==> config.mk <==
export PLATFORM = sky130hd
export DESIGN_NAME = instruction_fifo_flat
export DESIGN_NICKNAME = d
export VERILOG_FILES = /design/src/hw/fetch_pkg.sv /design/src/hw/icache_if.sv /design/src/hw/instruction_fifo.sv /design/src/flat_wrapper.sv
export SDC_FILE = /design/constraint.sdc
export NUM_CORES = 1
export LEC_CHECK = 0
export ABC_CLOCK_PERIOD_IN_PS = 5300
export BUFFER_PORTS_ARGS = -buffer_cell sky130_fd_sc_hd__buf_2
export CAP_MARGIN = 20
export CORE_ASPECT_RATIO = 0.5
export CORE_MARGIN = 4
export CORE_UTILIZATION = 54
export DETAILED_ROUTE_END_ITERATION = 16
export PLACE_DENSITY = 0.77
export SLEW_MARGIN = 5
export SYNTH_ARGS = -nofsm -noshare
export SYNTH_HDL_FRONTEND = slang
export SYNTH_SLANG_ARGS = --single-unit
==> constraint.sdc <==
create_clock -name clk -period 5.3 [get_ports clk]
set_input_delay 0.53 -clock clk [delete_from_list [all_inputs] [get_ports clk]]
set_output_delay 0.53 -clock clk [all_outputs]
set_load 0.03 [all_outputs]
==> src/hw/fetch_pkg.sv <==
//~~~~~~~~~~~~~~~~~~~~~~~~~~~~~~~~~~~~~~~~~~~~~~~~~~~~~~~~~~~~~~~~~~~~
// Strand count is fixed at four. The top-level port widths follow it.
// Queue sizes assume at most two responses in flight per strand.
//~~~~~~~~~~~~~~~~~~~~~~~~~~~~~~~~~~~~~~~~~~~~~~~~~~~~~~~~~~~~~~~~~~~~
`default_nettype none

package fetch_pkg;

	localparam int NUM_STRANDS = 4;

	// Byte address and instruction word
	typedef logic [31:0] addr_t;
	typedef logic [31:0] instr_t;

	typedef logic [1:0] strand_id_t;
	typedef logic [NUM_STRANDS-1:0] strand_mask_t;	// One bit per strand

	// Per-strand instruction queue
	localparam int FIFO_DEPTH = 8;
	localparam int REFILL_LEVEL = 6;	// Ask for more below this occupancy

	// Strand n comes out of reset at n * STRAND_STRIDE
	localparam addr_t STRAND_STRIDE = 32'h0000_0100;

	localparam addr_t INSTR_BYTES = 32'd4;	// PC step per instruction

endpackage

`default_nettype wire

==> src/hw/icache_if.sv <==
//~~~~~~~~~~~~~~~~~~~~~~~~~~~~~~~~~~~~~~~~~~~~~~~~~~~~~~~~~~~~~~~~~~~~
// Cache responses belong to the request of the previous cycle.
//~~~~~~~~~~~~~~~~~~~~~~~~~~~~~~~~~~~~~~~~~~~~~~~~~~~~~~~~~~~~~~~~~~~~
`default_nettype none


// One per strand, fetch stage to instruction queue
interface strand_queue_if;
	logic              flush;
	logic              enqueue;
	fetch_pkg::addr_t  pc;
	fetch_pkg::instr_t instr;	// Already in instruction order
	logic              request;	// Queue has room for more

	modport fetch (output flush, output enqueue, output pc, output instr, input request);
	modport queue (input flush, input enqueue, input pc, input instr, output request);
endinterface

`default_nettype wire

==> src/hw/instruction_fifo.sv <==
//~~~~~~~~~~~~~~~~~~~~~~~~~~~~~~~~~~~~~~~~~~~~~~~~~~~~~~~~~~~~~~~~~~~~
// The producer must stop at REFILL_LEVEL. A push into a full queue is lost.
//~~~~~~~~~~~~~~~~~~~~~~~~~~~~~~~~~~~~~~~~~~~~~~~~~~~~~~~~~~~~~~~~~~~~
`default_nettype none
`timescale 1ns/100ps

module instruction_fifo (
	input  logic              clk,
	input  logic              rst_i,
	strand_queue_if.queue     queue,
	input  logic              next_i,
	output logic              valid_o,
	output fetch_pkg::addr_t  pc_o,
	output fetch_pkg::instr_t instr_o
);
	fetch_pkg::addr_t pc_mem [fetch_pkg::FIFO_DEPTH];
	fetch_pkg::instr_t instr_mem [fetch_pkg::FIFO_DEPTH];
	logic [$clog2(fetch_pkg::FIFO_DEPTH)-1:0] wr_ptr_q;
	logic [$clog2(fetch_pkg::FIFO_DEPTH)-1:0] rd_ptr_q;
	logic [$clog2(fetch_pkg::FIFO_DEPTH):0] count_q;	// 0 to FIFO_DEPTH
	logic push;
	logic pop;

	assign valid_o = (count_q != '0);
	assign push = queue.enqueue;
	assign pop = next_i && valid_o;	// Pop on empty is ignored
	assign queue.request = (count_q < fetch_pkg::REFILL_LEVEL);

	// Head of queue
	assign pc_o = pc_mem[rd_ptr_q];
	assign instr_o = instr_mem[rd_ptr_q];

	always_ff @(posedge clk)
	begin
		if (rst_i || queue.flush)	// Flush empties in one cycle
		begin
			wr_ptr_q <= '0;
			rd_ptr_q <= '0;
			count_q <= '0;
		end
		else
		begin
			if (push)
				wr_ptr_q <= wr_ptr_q + 1'b1;
			if (pop)
				rd_ptr_q <= rd_ptr_q + 1'b1;
			if (push && !pop)
				count_q <= count_q + 1'b1;
			else if (pop && !push)
				count_q <= count_q - 1'b1;
		end
	end

	always_ff @(posedge clk)
	begin
		if (push)
		begin
			pc_mem[wr_ptr_q] <= queue.pc;
			instr_mem[wr_ptr_q] <= queue.instr;
		end
	end

endmodule

`default_nettype wire

==> src/flat_wrapper.sv <==
// flat-port wrapper written by rule: the top's interface ports become plain ports
module instruction_fifo_flat 
  (clk, rst_i, next_i, valid_o, pc_o, instr_o, queue_flush, queue_enqueue, queue_pc, queue_instr, queue_request);
  strand_queue_if queue_i ();
  input  logic clk;
  input  logic rst_i;
  input  logic next_i;
  output logic valid_o;
  output fetch_pkg::addr_t pc_o;
  output fetch_pkg::instr_t instr_o;
  input wire logic [$bits(queue_i.flush)-1:0] queue_flush;
  input wire logic [$bits(queue_i.enqueue)-1:0] queue_enqueue;
  input wire logic [$bits(queue_i.pc)-1:0] queue_pc;
  input wire logic [$bits(queue_i.instr)-1:0] queue_instr;
  output wire logic [$bits(queue_i.request)-1:0] queue_request;
  assign queue_i.flush = queue_flush;
  assign queue_i.enqueue = queue_enqueue;
  assign queue_i.pc = queue_pc;
  assign queue_i.instr = queue_instr;
  assign queue_request = queue_i.request;
  instruction_fifo u_core (.clk(clk), .rst_i(rst_i), .queue(queue_i), .next_i(next_i), .valid_o(valid_o), .pc_o(pc_o), .instr_o(instr_o));
endmodule
==> results.tsv <==
stage	metric	value	unit
clocking	clockBufferDepth	3	
timing	slew_headroom	0.275	
synth	yosys_warnings	0	
timing	finalHoldViolCount	0	
clocking	cts.sinks	525	
route	vias	8840	
layout	antenna_cells	0	
layout	drive_gt1_frac	0.417	
placement	dp_hpwl	21000	um
setup_path	cp.arrival	2.95	ns
setup_path	r2r-end	u_core.count_q[3]$_SDFFE_PP0P_	
die	die_h	144	um
route	first_pass_iters	5	
timing	setup_viol	0	
layout	nets	1047	
layout	fin_area	22600	um2
pwr	seq_power_share	0.558	
die	die_area	40000	um2
placement	numPortBuffers	134	
global_routing	grt_max_degree	66	
synth	synth_edf_count	512	
timing	rsz0062_at_grt	no	
setup_path	cp-start-kind	flop	
die	core_area	36000	um2
pwr	power	0.00832	W
die	die_x	279	um
timing	fin_worst_skew	0.00717	ns
setup_path	endpoint	instr_o[29]	
setup_path	crit_path_end_kind	output pin	
global_routing	grt_pass1_wl	58400	um
synth	synthCells	811	
synth	syn-cell-area	19800	um2
route	antenna_left	0	
layout	layout_commonest_cell	edfxtp_1	
layout	n_fill_cell	2335	
global_routing	gr-usage-all-layers	0.196	
setup_path	r2r_start	u_core.count_q[0]$_SDFFE_PP0P_	
route	wl	38800	um
clocking	postCtsResizedCells	0	
pwr	ir_worst_vdd	221	uV
timing	whs	0.249	ns
global_routing	first_global_vias	9406	
pwr	power.share.combinational	0.061	
clocking	numCtsBuffers	45	
setup_path	crit_type	reg2out	
route	drc	0	
clocking	post-cts-setup-buffers	0	
clocking	clkLatencyLatePin	0.55	ns
pwr	p_leak	7.11	nW
hold_path	hp-class	in2reg	
timing	fmax	287	MHz
synth	avgSynthCellArea	24.5	um2
setup_path	cp_max_fo	48	
timing	maxSlewViolCount	0	
layout	mostFrequentLayoutCells	edfxtp_1, buf_2, mux4_2	
die	ios	135	
clocking	cts_root_buffer	clkbuf_16	
timing	setup_tns	0	ns
pwr	netSwitchingFraction	0.209	
route	drt-vias-per-instance	5.93	
clocking	cts_hold_buf	0	
pwr	power_switching	0.00174	W
synth	seq_area_frac_synth	0.788	
synth	synth-main-ff-cell	edfxtp_1	
placement	placed_area	21200	um2
timing	layout_worst_path_cycle_share	0.657	
clocking	h-tree-depth	2	
setup_path	regToRegSetupSlack	2.71	ns
global_routing	gr-total-overflow	0	
timing	worst_pin_slew	1.08	ns
die	floorplan.initialDensity	0.550	
setup_path	cp_data_required_time	4.77	ns
pwr	p_int	0.00658	W
synth	synthArstFlopShare	0	
clocking	cts_tree	yes	
global_routing	antenna_found_initial	1	
pwr	pwr_density_cell	368	nW/um2
timing	period_needed	3.48	ns
setup_path	r2r_cells	9	
die	rows	49	
synth	synth_seq_cells	525	
synth	synth_fp_nets	886	
pwr	clkPwrFrac	0.381	
clocking	path_clk_slew	0.07	ns
route	initialDrtViolationCount	899	
layout	syn_to_final_growth	13.8	%
route	routedWlPerCell	26.1	um
status	outcome	complete, no violations	
run	cap_violations	0	
synth	synth_cell_types	26	
placement	gp_congestion	0.705	
critical path, cell delays in order, from the launching register on:
cell and delay, ns:
dfxtp_4 0.86, buf_12 0.43, mux4_2 0.58, mux2_2 0.28, buf_2 0.19
worst min-delay path by stage:
stage	from	end	depth (start not counted)	slack, ns
floorplan	u_core.rd_ptr_q[1]$_SDFFE_PP0P_	flop	2	0.45
global placement	u_core.rd_ptr_q[1]$_SDFFE_PP0P_	flop	2	0.46
detailed placement	u_core.rd_ptr_q[1]$_SDFFE_PP0P_	flop	2	0.46
CTS	queue_instr[24]	u_core.instr_mem[4][24]$_DFFE_PP_	1	0.22
global route	queue_pc[21]	u_core.pc_mem[0][21]$_DFFE_PP_	1	0.24
finish	queue_pc[1]	u_core.pc_mem[1][1]$_DFFE_PP_	1	0.25
kinds of logic after synthesis:
group	count (synthesis)	share of synthesized area
compound gates	8	0.00252
xor+xnor	5	0.00221
fa+ha+maj	6	0.00416
buf+inv	39	0.0125
flops	525	0.788
mux	194	0.183
simple gates	34	0.00763
metal layers:
metal	share of wire	routed length, um	GRT usage
met1	0.40	15700	0.271
met2	0.52	20300	0.337
met4	0.019	742	0.0469
met5	0.00051	20	0
met3	0.055	2130	0.0336
per-stage QoR:
step / setup WS (ns) / util / instances
after floorplan: 1.46 / - / 811
after global placement: 2.34 / 0.587 / 1408
after CTS: 1.70 / 0.626 / 1489
after global routing: 1.59 / 0.626 / 1490
after detailed placement: 2.29 / 0.587 / 1408
final: 1.82 / 0.626 / 1490
area by class of cell:
type	count	area, um2	share of cell area
flip-flops and latches	525	15600	0.693
multi-input cells	247	4020	0.178
clock buffers	54	1160	0.0514
repair buffers	151	898	0.0398
well taps	484	606	0.0268
clock inverters	27	238	0.0105
inverters	2	7.51	0.000333
flip-flops by register name, indices dropped and copies added (netlist names), named ones only:
register and cells:
u_core.wr_ptr_q 3, u_core.rd_ptr_q 3, u_core.pc_mem 256, u_core.instr_mem 256, u_core.count_q 4
cells in the mapped netlist (all sizes together), types with 4 or more instances:
cell    number  area (um2)
edfxtp     512       15400
clkbuf      12        45.0
nand3        4        20.0
ha           5        62.6
dfxtp       13         260
nand2b       4        25.0
nand2        5        18.8
xor2         4        35.0
nor2        17        63.8
mux2        64         721
buf         25         195
a21oi        5        25.0
mux4       128        2880
power groups by stage:
| stage | logic, W | registers [W] | clock network (W) |
|---|---|---|---|
| global placement | 0.000493 | 0.00472 | 0 |
| CTS | 0.000516 | 0.00464 | 0.00322 |
| floorplan | 0.000359 | 0.00471 | 0 |
| global route | 0.000542 | 0.00464 | 0.00343 |
| finish | 0.000507 | 0.00464 | 0.00317 |
| detailed placement | 0.000511 | 0.00473 | 0 |
No activity file was read; power rests on OpenSTA's default activity.
